===== src/rtl/dma_defs.svh =====
// Width defines shared by the DMA package and RTL, pulled in with `include where needed
`ifndef DMA_DEFS_SVH
`define DMA_DEFS_SVH

// Data word on the disk port and the memory bus
`define DMA_DATA_W 32

// Disk word address
`define DMA_DISK_AW 10

// Byte count, beat counter and disk word counter
`define DMA_CNT_W 16

`endif


===== src/rtl/dma_pkg.sv =====
// Job, data word and beat types passed between the DMA master stages
`default_nettype none

`include "dma_defs.svh"

package dma_pkg;

  // One data word, seen whole by the bus or as byte lanes by the aligner
  typedef union packed {
    logic [`DMA_DATA_W-1:0]        word;
    logic [`DMA_DATA_W/8-1:0][7:0] bytes;
  } dma_word_u;

  // Job geometry latched at start
  typedef struct packed {
    logic [`DMA_DATA_W-3:0]  mem_word_addr;
    logic [`DMA_DISK_AW-1:0] disk_addr;
    logic [1:0]              start_off;
    logic [1:0]              end_off;
    logic [`DMA_CNT_W-1:0]   num_beats;
    // Byte count over four, rounded up
    logic [`DMA_CNT_W-1:0]   num_words;
  } dma_job_t;

  // One memory write beat
  typedef struct packed {
    dma_word_u  data;
    logic [3:0] strb;
    logic       last;
  } dma_beat_t;

endpackage

`default_nettype wire


===== src/rtl/dma_setup.sv =====
// Start edge detect and job geometry for the DMA master, feeding reader, aligner and writer
`timescale 1ns/1ns
`default_nettype none

`include "dma_defs.svh"

module dma_setup (
  input  wire logic                    clk,
  input  wire logic                    arst_n_i,
  input  wire logic                    init_transfer_i,
  input  wire logic [`DMA_DISK_AW-1:0] disk_addr_i,
  input  wire logic [`DMA_DATA_W-1:0]  mem_addr_i,
  input  wire logic [`DMA_CNT_W-1:0]   transfer_size_i,
  input  wire logic                    job_end_i,
  output dma_pkg::dma_job_t            job_o,
  output logic                         job_go_o
);

  localparam int unsigned DW = `DMA_DATA_W;
  localparam int unsigned CW = `DMA_CNT_W;

  logic                    init_q;
  logic                    busy_q;
  logic                    start;
  logic [`DMA_DATA_W-1:0]  end_addr;
  logic [`DMA_CNT_W-1:0]   beat_sum;
  dma_pkg::dma_job_t       job_d;

  // Rising start level, dropped while a job runs
  assign start = init_transfer_i & ~init_q & ~busy_q;

  always_comb begin
    end_addr = mem_addr_i + DW'(transfer_size_i) - DW'(1);
    // Leading pad bytes count toward the beats
    beat_sum = transfer_size_i + CW'(mem_addr_i[1:0]);

    job_d.mem_word_addr = mem_addr_i[`DMA_DATA_W-1:2];
    job_d.disk_addr     = disk_addr_i;
    job_d.start_off     = mem_addr_i[1:0];
    job_d.end_off       = end_addr[1:0];
    job_d.num_beats     = (beat_sum >> 2) + CW'(|beat_sum[1:0]);
    job_d.num_words     = (transfer_size_i >> 2) + CW'(|transfer_size_i[1:0]);
  end

  always_ff @(posedge clk or negedge arst_n_i) begin
    if (!arst_n_i) begin
      init_q   <= 1'b0;
      busy_q   <= 1'b0;
      job_go_o <= 1'b0;
      job_o    <= '0;
    end else begin
      init_q   <= init_transfer_i;
      job_go_o <= start;
      if (start) begin
        job_o  <= job_d;
        busy_q <= 1'b1;
      end else if (job_end_i) begin
        busy_q <= 1'b0;
      end
    end
  end

endmodule

`default_nettype wire


===== src/rtl/dma_disk_reader.sv =====
// Disk port requester of the DMA master, one word outstanding, stalled by the aligner hold
`timescale 1ns/1ns
`default_nettype none

`include "dma_defs.svh"

module dma_disk_reader (
  input  wire logic                    clk,
  input  wire logic                    arst_n_i,
  input  wire dma_pkg::dma_job_t       job_i,
  input  wire logic                    job_go_i,
  input  wire logic                    hold_i,
  output logic [`DMA_DISK_AW-1:0]      d_addr_o,
  output logic                         d_init_o,
  input  wire logic                    d_ready_i,
  input  wire logic [`DMA_DATA_W-1:0]  d_data_i,
  output logic                         d_done_o,
  output logic                         word_stb_o,
  output dma_pkg::dma_word_u           word_data_o
);

  localparam int unsigned AW = `DMA_DISK_AW;
  localparam int unsigned CW = `DMA_CNT_W;

  logic [`DMA_CNT_W-1:0] left_q;
  logic                  want_q;
  logic                  last_word;

  assign last_word = (left_q == CW'(1));

  // Done marks the reply to the final request
  assign d_done_o = d_ready_i & last_word;

  always_ff @(posedge clk or negedge arst_n_i) begin
    if (!arst_n_i) begin
      d_addr_o   <= '0;
      d_init_o   <= 1'b0;
      left_q     <= '0;
      want_q     <= 1'b0;
      word_stb_o <= 1'b0;
    end else begin
      d_init_o   <= 1'b0;
      word_stb_o <= d_ready_i;
      if (job_go_i) begin
        // Pipeline is empty at job start
        d_addr_o <= job_i.disk_addr;
        left_q   <= job_i.num_words;
        want_q   <= 1'b0;
        d_init_o <= (job_i.num_words != '0);
      end else if (d_ready_i) begin
        d_addr_o <= d_addr_o + AW'(1);
        left_q   <= left_q - CW'(1);
        if (!last_word) begin
          // Next request waits out the hold
          if (hold_i) begin
            want_q <= 1'b1;
          end else begin
            d_init_o <= 1'b1;
          end
        end
      end else if (want_q && !hold_i) begin
        want_q   <= 1'b0;
        d_init_o <= 1'b1;
      end
    end
  end

  // Disk data is only valid with d_ready
  always_ff @(posedge clk) begin
    if (d_ready_i) begin
      word_data_o.word <= d_data_i;
    end
  end

endmodule

`default_nettype wire


===== src/rtl/dma_byte_aligner.sv =====
// Byte aligner of the DMA master, turning disk words into strobed memory beats
`timescale 1ns/1ns
`default_nettype none

`include "dma_defs.svh"

module dma_byte_aligner (
  input  wire logic               clk,
  input  wire logic               arst_n_i,
  input  wire dma_pkg::dma_job_t  job_i,
  input  wire logic               job_go_i,
  input  wire logic               word_stb_i,
  input  wire dma_pkg::dma_word_u word_data_i,
  input  wire logic               wr_busy_i,
  output logic                    hold_o,
  output logic                    beat_stb_o,
  output dma_pkg::dma_beat_t      beat_o
);

  localparam int unsigned CW = `DMA_CNT_W;

  dma_pkg::dma_word_u    prev_q;
  dma_pkg::dma_word_u    cur_q;
  dma_pkg::dma_word_u    src_word;
  dma_pkg::dma_word_u    merged;
  logic                  pend_q;
  logic                  active_q;
  logic [`DMA_CNT_W-1:0] beat_idx_q;
  logic                  have_word;
  logic                  do_word;
  logic                  do_flush;
  logic                  emit;
  logic                  is_first;
  logic                  is_last;
  logic [3:0]            strb;
  logic [1:0]            lane_src;

  assign have_word = pend_q | word_stb_i;
  assign src_word  = pend_q ? cur_q : word_data_i;
  assign do_word   = have_word & ~wr_busy_i;

  // Leftover bytes of the last word form one more beat
  assign do_flush = active_q & ~have_word & ~wr_busy_i &
                    (beat_idx_q == job_i.num_words) &
                    (job_i.num_beats != job_i.num_words);
  assign emit     = do_word | do_flush;

  assign is_first = (beat_idx_q == '0);
  assign is_last  = (beat_idx_q == job_i.num_beats - CW'(1));

  // Reader waits until this stage and the writer are drained
  assign hold_o = pend_q | wr_busy_i;

  always_comb begin
    lane_src = '0;
    for (int l = 0; l < 4; l++) begin
      // Same byte index from either word, modulo four
      lane_src = 2'(l) - job_i.start_off;
      if (2'(l) < job_i.start_off) begin
        merged.bytes[l] = prev_q.bytes[lane_src];
      end else begin
        merged.bytes[l] = src_word.bytes[lane_src];
      end
      strb[l] = (~is_first | (2'(l) >= job_i.start_off)) &
                (~is_last | (2'(l) <= job_i.end_off));
    end
  end

  always_ff @(posedge clk or negedge arst_n_i) begin
    if (!arst_n_i) begin
      pend_q     <= 1'b0;
      active_q   <= 1'b0;
      beat_idx_q <= '0;
      beat_stb_o <= 1'b0;
    end else begin
      beat_stb_o <= emit;
      if (job_go_i) begin
        active_q   <= 1'b1;
        beat_idx_q <= '0;
        pend_q     <= 1'b0;
      end else begin
        if (emit) begin
          beat_idx_q <= beat_idx_q + CW'(1);
          if (is_last) begin
            active_q <= 1'b0;
          end
        end
        // Park a word that lands while the writer is busy
        if (word_stb_i && wr_busy_i) begin
          pend_q <= 1'b1;
        end else if (do_word) begin
          pend_q <= 1'b0;
        end
      end
    end
  end

  always_ff @(posedge clk) begin
    if (job_go_i) begin
      prev_q <= '0;
    end else if (do_word) begin
      prev_q <= src_word;
    end
    if (word_stb_i) begin
      cur_q <= word_data_i;
    end
    if (emit) begin
      beat_o.data <= merged;
      beat_o.strb <= strb;
      beat_o.last <= is_last;
    end
  end

endmodule

`default_nettype wire


===== src/rtl/dma_bus_writer.sv =====
// Memory bus writer of the DMA master, one cycle/ack write per beat plus the sticky interrupt
`timescale 1ns/1ns
`default_nettype none

`include "dma_defs.svh"

module dma_bus_writer (
  input  wire logic                   clk,
  input  wire logic                   arst_n_i,
  input  wire dma_pkg::dma_job_t      job_i,
  input  wire logic                   job_go_i,
  input  wire logic                   beat_stb_i,
  input  wire dma_pkg::dma_beat_t     beat_i,
  output logic                        wr_busy_o,
  output logic                        job_end_o,
  output logic                        m_cyc_o,
  output logic                        m_we_o,
  output logic [3:0]                  m_strb_o,
  output logic [`DMA_DATA_W-1:0]      m_addr_o,
  output logic [`DMA_DATA_W-1:0]      m_data_o,
  input  wire logic                   m_ack_i,
  output logic                        interrupt_o,
  input  wire logic                   int_clear_i
);

  localparam int unsigned WAW = `DMA_DATA_W - 2;

  logic [`DMA_DATA_W-3:0] addr_q;
  logic                   last_q;
  logic                   ack;
  dma_pkg::dma_word_u     data_q;

  assign ack = m_cyc_o & m_ack_i;

  // Busy from the incoming strobe through the whole cycle
  assign wr_busy_o = beat_stb_i | m_cyc_o;

  assign m_addr_o = {addr_q, 2'b00};
  assign m_data_o = data_q.word;

  always_ff @(posedge clk or negedge arst_n_i) begin
    if (!arst_n_i) begin
      m_cyc_o     <= 1'b0;
      m_we_o      <= 1'b0;
      m_strb_o    <= '0;
      addr_q      <= '0;
      last_q      <= 1'b0;
      job_end_o   <= 1'b0;
      interrupt_o <= 1'b0;
    end else begin
      job_end_o <= 1'b0;
      if (job_go_i) begin
        addr_q <= job_i.mem_word_addr;
      end
      if (beat_stb_i) begin
        m_cyc_o  <= 1'b1;
        m_we_o   <= 1'b1;
        m_strb_o <= beat_i.strb;
        last_q   <= beat_i.last;
      end else if (ack) begin
        // Cycle ends the clock after its ack
        m_cyc_o  <= 1'b0;
        m_we_o   <= 1'b0;
        m_strb_o <= '0;
        addr_q   <= addr_q + WAW'(1);
        if (last_q) begin
          job_end_o <= 1'b1;
        end
      end

      // Sticky until software clears it
      if (ack && last_q) begin
        interrupt_o <= 1'b1;
      end else if (int_clear_i) begin
        interrupt_o <= 1'b0;
      end
    end
  end

  // Write data of the current beat
  always_ff @(posedge clk) begin
    if (beat_stb_i) begin
      data_q <= beat_i.data;
    end
  end

endmodule

`default_nettype wire


===== src/rtl/dma_master_if.sv =====
// Top level of the DMA master, chaining setup, disk reader, byte aligner and bus writer
`timescale 1ns/1ns
`default_nettype none

`include "dma_defs.svh"

module dma_master_if (
  input  wire logic                    clk,
  input  wire logic                    arst_n_i,
  // Job programming
  input  wire logic [`DMA_DISK_AW-1:0] disk_addr_i,
  input  wire logic [`DMA_DATA_W-1:0]  mem_addr_i,
  input  wire logic [`DMA_CNT_W-1:0]   transfer_size_i,
  input  wire logic                    init_transfer_i,
  // Disk port
  output logic [`DMA_DISK_AW-1:0]      d_addr_o,
  output logic                         d_init_o,
  input  wire logic                    d_ready_i,
  input  wire logic [`DMA_DATA_W-1:0]  d_data_i,
  output logic                         d_done_o,
  // Memory bus
  output logic                         m_cyc_o,
  output logic                         m_we_o,
  output logic [3:0]                   m_strb_o,
  output logic [`DMA_DATA_W-1:0]       m_addr_o,
  output logic [`DMA_DATA_W-1:0]       m_data_o,
  input  wire logic                    m_ack_i,
  // Interrupt
  output logic                         interrupt_o,
  input  wire logic                    int_clear_i
);

  dma_pkg::dma_job_t  job;
  logic               job_go;
  logic               job_end;
  logic               word_stb;
  dma_pkg::dma_word_u word_data;
  logic               hold;
  logic               beat_stb;
  dma_pkg::dma_beat_t beat;
  logic               wr_busy;

  dma_setup u_setup (
    .clk             (clk),
    .arst_n_i        (arst_n_i),
    .init_transfer_i (init_transfer_i),
    .disk_addr_i     (disk_addr_i),
    .mem_addr_i      (mem_addr_i),
    .transfer_size_i (transfer_size_i),
    .job_end_i       (job_end),
    .job_o           (job),
    .job_go_o        (job_go)
  );

  dma_disk_reader u_reader (
    .clk         (clk),
    .arst_n_i    (arst_n_i),
    .job_i       (job),
    .job_go_i    (job_go),
    .hold_i      (hold),
    .d_addr_o    (d_addr_o),
    .d_init_o    (d_init_o),
    .d_ready_i   (d_ready_i),
    .d_data_i    (d_data_i),
    .d_done_o    (d_done_o),
    .word_stb_o  (word_stb),
    .word_data_o (word_data)
  );

  // Hold folds in the writer busy level
  dma_byte_aligner u_aligner (
    .clk         (clk),
    .arst_n_i    (arst_n_i),
    .job_i       (job),
    .job_go_i    (job_go),
    .word_stb_i  (word_stb),
    .word_data_i (word_data),
    .wr_busy_i   (wr_busy),
    .hold_o      (hold),
    .beat_stb_o  (beat_stb),
    .beat_o      (beat)
  );

  dma_bus_writer u_writer (
    .clk         (clk),
    .arst_n_i    (arst_n_i),
    .job_i       (job),
    .job_go_i    (job_go),
    .beat_stb_i  (beat_stb),
    .beat_i      (beat),
    .wr_busy_o   (wr_busy),
    .job_end_o   (job_end),
    .m_cyc_o     (m_cyc_o),
    .m_we_o      (m_we_o),
    .m_strb_o    (m_strb_o),
    .m_addr_o    (m_addr_o),
    .m_data_o    (m_data_o),
    .m_ack_i     (m_ack_i),
    .interrupt_o (interrupt_o),
    .int_clear_i (int_clear_i)
  );

endmodule

`default_nettype wire


===== config.mk =====
export PLATFORM = sky130hd
export DESIGN_NAME = dma_master_if
export DESIGN_NICKNAME = d
export VERILOG_FILES = /design/src/rtl/dma_pkg.sv /design/src/rtl/dma_setup.sv /design/src/rtl/dma_disk_reader.sv /design/src/rtl/dma_byte_aligner.sv /design/src/rtl/dma_bus_writer.sv /design/src/rtl/dma_master_if.sv
export VERILOG_INCLUDE_DIRS = /design/src /design/src/rtl
export SDC_FILE = /design/constraint.sdc
export NUM_CORES = 1
export LEC_CHECK = 0
export ABC_AREA = 1
export BUFFER_PORTS_ARGS = -buffer_cell sky130_fd_sc_hd__buf_4
export CORE_MARGIN = 3
export CORE_UTILIZATION = 45
export DETAILED_ROUTE_END_ITERATION = 10
export MAX_ROUTING_LAYER = met4
export PLACE_DENSITY = 0.63
export SYNTH_ARGS = -nofsm -noshare
export SYNTH_HDL_FRONTEND = slang
export SYNTH_SLANG_ARGS = --single-unit

===== constraint.sdc =====
create_clock -name clk -period 5.3 [get_ports clk]
set_clock_uncertainty 0.2 [all_clocks]
set_input_delay 0.53 -clock clk [delete_from_list [all_inputs] [get_ports clk]]
set_output_delay 0.53 -clock clk [all_outputs]
set_load 0.02 [all_outputs]

==> flow_summary.yaml, run 1 <==
cts:
  cts.sink_count: 328
  cts_setup_buffers: 0
  clkTransAtPathRegs_ns: 0.06
  cts_buffers: 38
  clk_latency_ns: 0.52
  cts_tree: "yes"
  cts.path.max_buffers: 3
  cts_root_buffer: "clkbuf_16"
  cts-htree-levels: 2
power:
  p_comb_share_pct: 38.6
  switchingPower_w: 0.00470
  p_per_area_nw_per_um2: 580
  seqPwrFrac_pct: 39.3
  sw_frac_of_total_pct: 40.7
  p_int_w: 0.00686
  p_total_w: 0.0116
  clkPwrFrac_pct: 22.1
  vdd_drop_max_mv: 0.327
  p_leak_nw: 8.99
job:
  cap_violations: 0
routing:
  drtIter0Drc: 899
  drtPass1Iterations: 5
  wl_per_cell_microns: 17.0
  via_per_inst: 5.22
  vias: 13900
  final_antenna_net_count: 0
  drc: 0
  wl_microns: 45400
global_routing:
  antenna_found_initial: 0
  grt_first_pass_wirelength_microns: 72300
  grt.overflow.total: 0
  grt_max_degree: 100
  grt_usage_pct: 23.7
  grt_pass1_vias: 13500
final_layout:
  regArea_sq_um: 8710
  antenna_cells: 0
  fin_nets: 2296
  layout_common_cells: "nand2_1, o21ai_0, buf_4"
  layout_commonest_cell: "nand2_1"
  multi_input_area_sq_um: 7010
  layout-drive-gt1-share_pct: 12.1
  areaGrowthSynthToFinish_pct: 19.7
  nFillCells: 3359
  final_util_pct: 55.4
min_path:
  holdPathStages: 3
  min_path_type: "in -> reg"
die:
  io_pins: 179
  die_x_microns: 198
  num_rows: 69
  start_util_pct: 46.3
  fp.dieH_microns: 198
  core-area_sq_um: 36000
  dieArea_sq_um: 39400
logic_synthesis:
  synthesis.area_sq_um: 16700
  synth_top_area_share_pct: 24.5
  yosys.cell_types.count: 49
  ys_seq_area_share_pct: 52.3
  synth_edf_count: 133
  async_reset_ff_share_pct: 49.7
  netlist_instances: 1999
  yosys.area.top_type: "dfrtp_1"
  yosys_warnings: 0
  syn_avg_cell_area_sq_um: 8.33
  ys_top_cells_by_area: "dfrtp_1, edfxtp_1, nand2_1"
  synth_ff_type: "dfrtp_1"
  ys_ff_latch: 328
worst_setup_path:
  start_kind: "register"
  crit_arrival_ns: 3.78
  r2r_cells: 5
  critPathKind: "reg -> reg"
  cp.required_ns: 5.36
  end_kind: "register"
  path_max_fanout: 33
placed_design:
  pre_cts_ws_ns: 1.68
  io_buffers: 176
  place_hpwl_microns: 31300
  gp_congestion: 0.927
timing:
  slew_headroom_pct: 28.2
  finalHoldViolations: 0
  hold_ws_ns: 0.0172
  fin_crit_ns: 3.72
  setup_viol: 0
  fmax_mhz: 269
  worstMarginPinSlew_ns: 1.08
  final.setup.tns_ns: 0
  slew_viol_final: 0
  fin_ws_ns: 1.58
  rsz0062_at_grt: "no"
  fin_crit_sh_pct: 70.1
status:
  status: "completed"
[through the flow]
| step | area (sq um) | cells |
|---|---|---|
| final | 19900 | 2669 |
| after global routing | 19900 | 2669 |
| after CTS | 19900 | 2669 |
| after detailed placement | 18300 | 2557 |
| after global placement | 18300 | 2557 |
| after floorplan | 16700 | 2000 |
[cell type report]
cell class	instances	share of cell area [%]
clock buffers	52	5.14
clock inverters	15	0.910
inverters	142	2.67
multi-input cells	1437	35.2
flip-flops and latches	328	43.7
well taps	461	2.89
repair buffers	234	9.46
[critical path, stage by stage, from the launching register on]
cell and delay [ns]:
dfrtp_1 0.60, inv_1 0.45, ha_1 1.07, inv_1 0.69, o21ai_0 0.33, o21ai_0 0.13
[what timing repair did]
| action | 4_1_cts | 5_1_grt |
|---|---|---|
| hold endpoints to repair | 108 | 0 |
| hold buffers | 45 | 0 |
| gates resized for setup | 0 | 0 |
[flip-flops by register name, indices dropped and copies added (netlist names), 16 cells and up]
register	cells
u_reader.left_q	16
u_writer.m_data_o	32
u_setup.job_o	74
u_writer.addr_q	30
u_aligner.cur_q	32
u_reader.word_data_o	32
u_aligner.beat_o	37
u_aligner.prev_q	32
u_aligner.beat_idx_q	16
[cell usage after synthesis, types with 3 or more instances]
master    count
nand4_1      27
o211ai_1     10
o22ai_1       6
nor3_1       22
o21ai_0     188
buf_4         5
inv_1       136
inv_2         3
nor2_2        3
clkbuf_1     69
nand3b_1      3
xnor2_1      38
buf_2        10
and3_1        3
nand2_1     642
a31oi_1       6
a21oi_1      65
mux2i_1       5
clkinv_1      3
a22oi_1       5
o21bai_1      3
nand3_1     114
buf_1         5
o221ai_1      5
nor4_1       11
or2_2         8
a21oi_2       3
dfxtp_1      32
edfxtp_1    133
dfrtp_1     163
nor2_1      157
nor3_2        3
ha_1         18
xor2_1       76
[power by group through the flow]
stage	Combinational, W	Clock [W]	Sequential [W]
after floorplan	0.00287	0	0.00458
after global routing	0.00506	0.00271	0.00466
after global placement	0.00434	0	0.00456
after CTS	0.00447	0.00262	0.00454
after detailed placement	0.00443	0	0.00458
final	0.00446	0.00256	0.00454
[per-layer routing]
metal	up-vias	global-route usage [%]	share of wire, %
li1	6908	-	-
met1	6591	31.7	44
met2	357	39.0	48
met3	69	2.39	4.7
met4	0	6.13	2.4
met5	-	-	0
[worst paths after layout]
kind | start | slack (ns) | end
max reg2reg | u_setup.job_o[35]$_DFFE_PN0P_ | 1.58 | u_aligner.beat_o[22]$_DFFE_PP_
min reg2reg | u_aligner.beat_o[19]$_DFFE_PP_ | 0.22 | u_writer.m_data_o[14]$_DFFE_PP_
min | mem_addr_i[9] | 0.02 | u_setup.job_o[53]$_DFFE_PN0P_
max | u_setup.job_o[35]$_DFFE_PN0P_ | 1.58 | u_aligner.beat_o[22]$_DFFE_PP_
max in group asynchronous | arst_n_i | 3.54 | u_writer.addr_q[10]$_DFF_PN0_
min in group asynchronous | arst_n_i | 0.37 | u_setup.job_o[6]$_DFFE_PN0P_
[cell families (layout without fill, tap and decap cells)]
group	Yosys count	in the layout	synth area share, %
mux	5	5	0.300
fa+ha+maj	19	19	1.47
buf+inv	235	443	5.65
compound gates	296	296	9.48
xor+xnor	114	114	5.99
simple gates	1001	1001	24.8
other cells	1	2	0.0225
flops	328	328	52.3
Note: power is estimated with default switching activity, not from simulation.
==> run 2: changes to the inputs <==
- ABC_AREA: 1 -> 0
- clock period: 5.3 -> 3.74 ns (I/O delays scaled with it)
==> run 2 against run 1 <==
Net effect:
- clock power is 43% higher
- largest power group unchanged
- die area is 3.7% lower
- via count is 14% lower
- design area is 0.91% lower
- core utilization is 1.4 points higher
- synthesized cell count is 26% lower
- worst hold slack worse by 0.012 ns
- critical path depth is 6 higher
- critical path type is now in -> reg
- flip-flop and latch count stayed put
- largest cell class unchanged
==> flow_summary.yaml, run 2 <==
power:
  switchingPower_w: 0.00593
  seqPwrFrac_pct: 40.4
  p_comb_share_pct: 37.1
  p_per_area_nw_per_um2: 822
  vdd_drop_max_mv: 0.451
  sw_frac_of_total_pct: 36.5
  p_int_w: 0.0103
  clkPwrFrac_pct: 22.6
  p_leak_nw: 8.03
die:
  io_pins: 179
  num_rows: 68
  dieArea_sq_um: 37900
  core-area_sq_um: 34800
  die_x_microns: 195
  start_util_pct: 46.0
  fp.dieH_microns: 195
worst_setup_path:
  crit_arrival_ns: 3.58
  critPathKind: "in -> reg"
  start_kind: "primary input"
  cp.required_ns: 3.94
  crit_family: "simple AND/OR/NAND/NOR gates"
  end_kind: "register"
  path_max_fanout: 7
  path_cells: "dlygate4sd3_1 -> buf_4 -> ha_1 -> fa_1 -> a211oi_1 -> buf_4 -> o21ai_0 -> and3_1 -> nor4_2 -> nand2_1 -> a221o_1"
  reg2reg_to: "u_aligner.beat_o[3]$_DFFE_PP_"
  critical_path.slowest_cell: "dlygate4sd3_1"
  r2r_cells: 8
  crit_buf_inv: 3
  critPathMaxStageDelay_ns: 0.55
  startpoint: "mem_addr_i[0]"
  r2r-start: "u_setup.job_o[16]$_DFFE_PN0P_"
  crit_top_cell: "buf_4"
  r2r_slack_ns: 0.47
logic_synthesis:
  yosysMostFrequentCell: "nand2_1"
  syn_avg_cell_area_sq_um: 10.8
  ys_seq_area_share_pct: 54.4
  ys_top_cells_by_area: "dfrtp_1, edfxtp_1, nand2_1"
  ys_ff_latch: 328
  yosys-top-cells-count: "nand2_1, dfrtp_1, edfxtp_1, nor2_1, o21ai_0"
  synth_ff_type: "dfrtp_1"
  netlist_instances: 1488
  synth_top_area_share_pct: 25.5
  synth_edf_count: 133
  yosys_warnings: 0
  yosys.cell_types.count: 73
  synthesis.area_sq_um: 16000
  async_reset_ff_share_pct: 49.7
  yosys.area.top_type: "dfrtp_1"
timing:
  setup_viol: 0
  fmax_mhz: 296
  fin_crit_sh_pct: 90.4
  worstMarginPinSlew_ns: 0.944
  final.setup.tns_ns: 0
  finalHoldViolations: 0
  slew_headroom_pct: 37.1
  fin_crit_ns: 3.38
  rsz0062_at_grt: "no"
  slew_viol_final: 0
cts:
  clkTransAtPathRegs_ns: 0.06
  cts_resized: 0
  cts_tree: "yes"
  cts.sink_count: 328
  cts_root_buffer: "clkbuf_16"
  clk_latency_ns: 0.53
  cts_buffers: 37
  cts_setup_buffers: 0
  cts.path.max_buffers: 3
  cts-htree-levels: 2
routing:
  drtIter0Drc: 740
  wl_per_cell_microns: 18.9
  drtPass1Iterations: 7
  vias: 12000
  via_per_inst: 5.48
  wl_microns: 41300
  drc: 0
  final_antenna_net_count: 0
status:
  status: "completed"
final_layout:
  layout_commonest_cell: "nand2_1"
  largest_reg_flops: 74
  fin_nets: 1819
  layout.cells.non_filler: 2187
  largestRegisters: "u_setup.job_o x74, u_aligner.beat_o x37"
  antenna_cells: 0
  layout-drive-gt1-share_pct: 19.6
  areaGrowthSynthToFinish_pct: 23.3
  regMostFlops: "u_setup.job_o"
  nFillCells: 2964
  layout_common_cells: "nand2_1, buf_4, dfrtp_1"
placed_design:
  place_hpwl_microns: 28400
  dp.cells: 2042
  gp_congestion: 0.873
  io_buffers: 176
min_path:
  min_to: "u_setup.job_o[35]$_DFFE_PN0P_"
  holdPathStages: 3
  min_path_type: "in -> reg"
  hp-start: "mem_addr_i[1]"
global_routing:
  grt_usage_pct: 22.2
  antenna_found_initial: 0
  grt_max_degree: 96
  grt_first_pass_wirelength_microns: 65900
  grt_pass1_vias: 11700
  grt.overflow.total: 0
job:
  cap_violations: 0
run 2: cell count changes in the layout (fill, tap and decap cells not counted), sizes merged, moves of 31 or more:
cell         previous run  this run
dlygate4sd3            45        78
xor2                   76        45
nand2                 644       237
inv                   139        44
o21ai                 190        77
nand3                 116        44
mux2i                   5        48
a211oi                  0        44
nor2                  161       115
run 2: layer usage:
| metal | GRT usage (%) | vias up | part of all wire (%) |
|---|---|---|---|
| met4 | 4.87 | 0 | 1.6 |
| met5 | - | - | 0 |
| met2 | 33.7 | 311 | 47 |
| met1 | 31.8 | 5848 | 46 |
| li1 | - | 5783 | - |
| met3 | 3.69 | 53 | 5.8 |
run 2: logic make-up after synthesis:
| group | share of synthesized area [%] |
|---|---|
| DFF | 54.4 |
| other | 0.0234 |
| AOI/OAI and AO/OA | 9.47 |
| and+or+nand+nor | 16.2 |
| buffers and inverters | 3.48 |
| xor gates and xnor gates | 5.74 |
| adders and majority gates | 1.53 |
| muxes | 9.12 |
run 2: worst max-delay path by stage:
stage	endpoint	slack (ns)	cells after the start
after global placement	u_setup.job_o[29]$_DFFE_PN0P_	0.46	10
after CTS	u_setup.job_o[29]$_DFFE_PN0P_	0.41	11
after global routing	u_setup.job_o[29]$_DFFE_PN0P_	0.15	11
after floorplan	u_aligner.beat_idx_q[12]$_DFFE_PN0P_	0.27	7
after detailed placement	u_setup.job_o[29]$_DFFE_PN0P_	0.45	10
final	u_setup.job_o[29]$_DFFE_PN0P_	0.36	11
run 2: timing repair:
action,4_1_cts,5_1_grt
setup endpoints to repair,0,0
endpoints found under the hold margin,135,0
hold buffers,78,0
run 2: per-stage QoR:
step	cell area [sq um]	util (%)	total power, W	hold slack (ns)	setup slack, ns
after floorplan	16000	-	0.0105	-0.122	0.271
after global placement	17700	50.9	0.0124	0.200	0.460
after detailed placement	17700	50.9	0.0126	0.201	0.448
after CTS	19700	56.7	0.0164	0.00804	0.410
after global routing	19700	56.7	0.0173	0.0260	0.148
final	19700	56.7	0.0162	0.00513	0.359
run 2: power by group through the flow:
stage,clock (W),combinational [W],sequential (W)
after floorplan,0,0.00387,0.00661
after global placement,0,0.00585,0.00656
after detailed placement,0,0.00595,0.00660
after CTS,0.00375,0.00607,0.00654
after global routing,0.00390,0.00663,0.00673
final,0.00366,0.00602,0.00655
run 2: tightest hold or removal path: stages:
cell,delay (ns)
buf_4,0.10
nand2_1,0.11
o21ai_0,0.10
run 2: cell type report:
class                           count  area (sq um)  share of cell area (%)
Timing Repair Buffer              275          2290                    11.6
Clock inverter                     17           185                   0.938
Tap cell                          455           569                    2.88
Clock buffer                       50          1070                    5.40
Inverter                           44           165                   0.836
Sequential cell                   328          8720                    44.2
Multi-Input combinational cell   1018          6750                    34.2
==> run 3: changes to the inputs <==
--- a/config.mk
+++ b/config.mk
@@ -14,4 +14,5 @@
 export MAX_ROUTING_LAYER = met4
 export PLACE_DENSITY = 0.63
+export SKIP_CTS_REPAIR_TIMING = 1
 export SYNTH_ARGS = -nofsm -noshare
 export SYNTH_HDL_FRONTEND = slang
==> constraint.sdc (replaced) <==
create_clock -name clk -period 3.74 [get_ports clk]
set_clock_uncertainty 0.2 [all_clocks]
set_input_delay 0.561 -clock clk [delete_from_list [all_inputs] [get_ports clk]]
set_output_delay 0.561 -clock clk [all_outputs]
set_load 0.02 [all_outputs]
==> run 3 against run 2 <==
Net effect:
- combinational power decreased by 2%
- register-to-register slack improved by 0.05 ns
- clock-buffer cell count decreased by 5
- non-clock buffer count decreased by 65
- worst hold slack improved by 0.011 ns
- sequential share of layout area increased by 1.5 points
- wire length decreased by 2.0%
- maximum frequency increased by 5.1%
- die area unchanged
- first-iteration DRC count decreased by 24%
==> flow_summary.yaml, run 3 (synthesis gave the netlist of run 2 again) <==
timing:
  finalHoldViolations: 0
  fin_ws_ns: 0.523
  fin_crit_ns: 3.22
  final.setup.tns_ns: 0
  worstMarginPinSlew_ns: 0.926
  fin_crit_sh_pct: 86.0
  rsz0062_at_grt: "no"
  slew_headroom_pct: 38.3
  slew_viol_final: 0
  setup_viol: 0
  fmax_mhz: 311
power:
  seqPwrFrac_pct: 40.3
  sw_frac_of_total_pct: 36.4
  p_leak_nw: 7.79
  clkPwrFrac_pct: 23.3
  switchingPower_w: 0.00593
  p_comb_share_pct: 36.3
  vdd_drop_max_mv: 0.518
  p_int_w: 0.0104
  p_per_area_nw_per_um2: 852
placed_design:
  place_hpwl_microns: 28200
  placed_area_sq_um: 17800
  pre_cts_ws_ns: 0.438
  io_buffers: 176
  gp_congestion: 0.851
cts:
  cts.path.max_buffers: 3
  cts_buffers: 38
  cts_tree: "yes"
  cts_root_buffer: "clkbuf_16"
  clk_latency_ns: 0.53
  clkTransAtPathRegs_ns: 0.07
  cts-htree-levels: 2
  cts.sink_count: 328
global_routing:
  grt_usage_pct: 21.5
  grt.overflow.total: 0
  grt_max_degree: 96
  antenna_found_initial: 0
  grt_pass1_vias: 11300
  grt_first_pass_wirelength_microns: 64200
worst_setup_path:
  path_cells: "inv_1 -> ha_1 -> or4b_4 -> or4_4 -> a2111oi_4 -> nand4b_2 -> nor4_4 -> a22oi_1"
  crit_arrival_ns: 3.28
  critPathMaxStageDelay_ns: 0.54
  start_kind: "register"
  crit_buf_inv: 1
  critical_path.slowest_cell: "or4_4"
  path_max_fanout: 5
  cp.required_ns: 3.81
  critPathKind: "reg -> reg"
  end_kind: "register"
  crit_family: "simple AND/OR/NAND/NOR gates"
final_layout:
  largest_reg_flops: 74
  nFillCells: 3055
  areaGrowthSynthToFinish_pct: 19.4
  layout_common_cells: "nand2_1, buf_4, dfrtp_1"
  antenna_cells: 0
  fin_nets: 1755
  largestRegisters: "u_setup.job_o x74, u_aligner.beat_o x37"
  layout-drive-gt1-share_pct: 20.7
  regMostFlops: "u_setup.job_o"
  final_util_pct: 54.9
  layout_commonest_cell: "nand2_1"
  postLayoutCellArea_sq_um: 19100
routing:
  wl_microns: 40400
  wl_per_cell_microns: 19.0
  drtIter0Drc: 560
  vias: 11700
  drtPass1Iterations: 5
  final_antenna_net_count: 0
  via_per_inst: 5.52
  drc: 0
min_path:
  min_path_type: "in -> reg"
die:
  num_rows: 68
  dieArea_sq_um: 37900
  core-area_sq_um: 34800
  fp.dieH_microns: 195
  die_x_microns: 195
  start_util_pct: 46.0
  io_pins: 179
status:
  status: "completed"
job:
  cap_violations: 0
==> run 3: worst register-to-register path: cells and delay by family, from the launching register on <==
kind | cells | cell delay, ns
buffers and inverters | 1 | 0.08
AND/OR/NAND/NOR | 4 | 1.54
adder cells (fa/ha/maj) | 1 | 0.23
flip-flops | 1 | 0.41
AO/OA/AOI/OAI | 2 | 0.50
==> run 3: area by class of cell <==
class | instances | area (sq um) | area share, %
clock buffers | 45 | 1030 | 5.38
clock inverters | 24 | 259 | 1.35
inverters | 44 | 165 | 0.864
multi-input cells | 1018 | 6750 | 35.3
flip-flops and latches | 328 | 8720 | 45.6
well taps | 455 | 569 | 2.98
repair buffers | 210 | 1630 | 8.50
==> run 3: layer usage <==
layer / track usage (%) / wire (microns)
met5: - / 0
met4: 5.45 / 777
met2: 32.3 / 18700
met1: 31.2 / 19200
met3: 3.00 / 1680
==> run 3: power by group through the flow <==
stage,clock [W],sequential [W],combinational (W)
after floorplan,0,0.00661,0.00387
after global placement,0,0.00658,0.00583
after detailed placement,0,0.00664,0.00593
after CTS,0.00389,0.00658,0.00596
after global routing,0.00404,0.00677,0.00652
final,0.00380,0.00657,0.00592
==> run 3: through the flow <==
step / std cells / hold slack, ns / power [W]
final: 2124 / 0.0164 / 0.0163
after global routing: 2124 / -0.00104 / 0.0173
after CTS: 2116 / -0.133 / 0.0164
after detailed placement: 2047 / 0.205 / 0.0126
after global placement: 2047 / 0.202 / 0.0124
after floorplan: 1489 / 0.0654 / 0.0105
==> run 3: worst paths after layout <==
kind,startpoint,end,slack [ns],cells after the start
setup / recovery,u_setup.job_o[16]$_DFFE_PN0P_,u_aligner.beat_o[3]$_DFFE_PP_,0.52,8
hold / removal,mem_addr_i[7],u_setup.job_o[51]$_DFFE_PN0P_,0.02,3
setup reg to reg,u_setup.job_o[16]$_DFFE_PN0P_,u_aligner.beat_o[3]$_DFFE_PP_,0.52,8
hold reg to reg,u_aligner.beat_o[31]$_DFFE_PP_,u_writer.m_data_o[26]$_DFFE_PP_,0.21,0
max in group asynchronous,arst_n_i,u_setup.job_o[55]$_DFFE_PN0P_,2.05,3
min in group asynchronous,arst_n_i,u_setup.job_o[61]$_DFFE_PN0P_,0.44,2
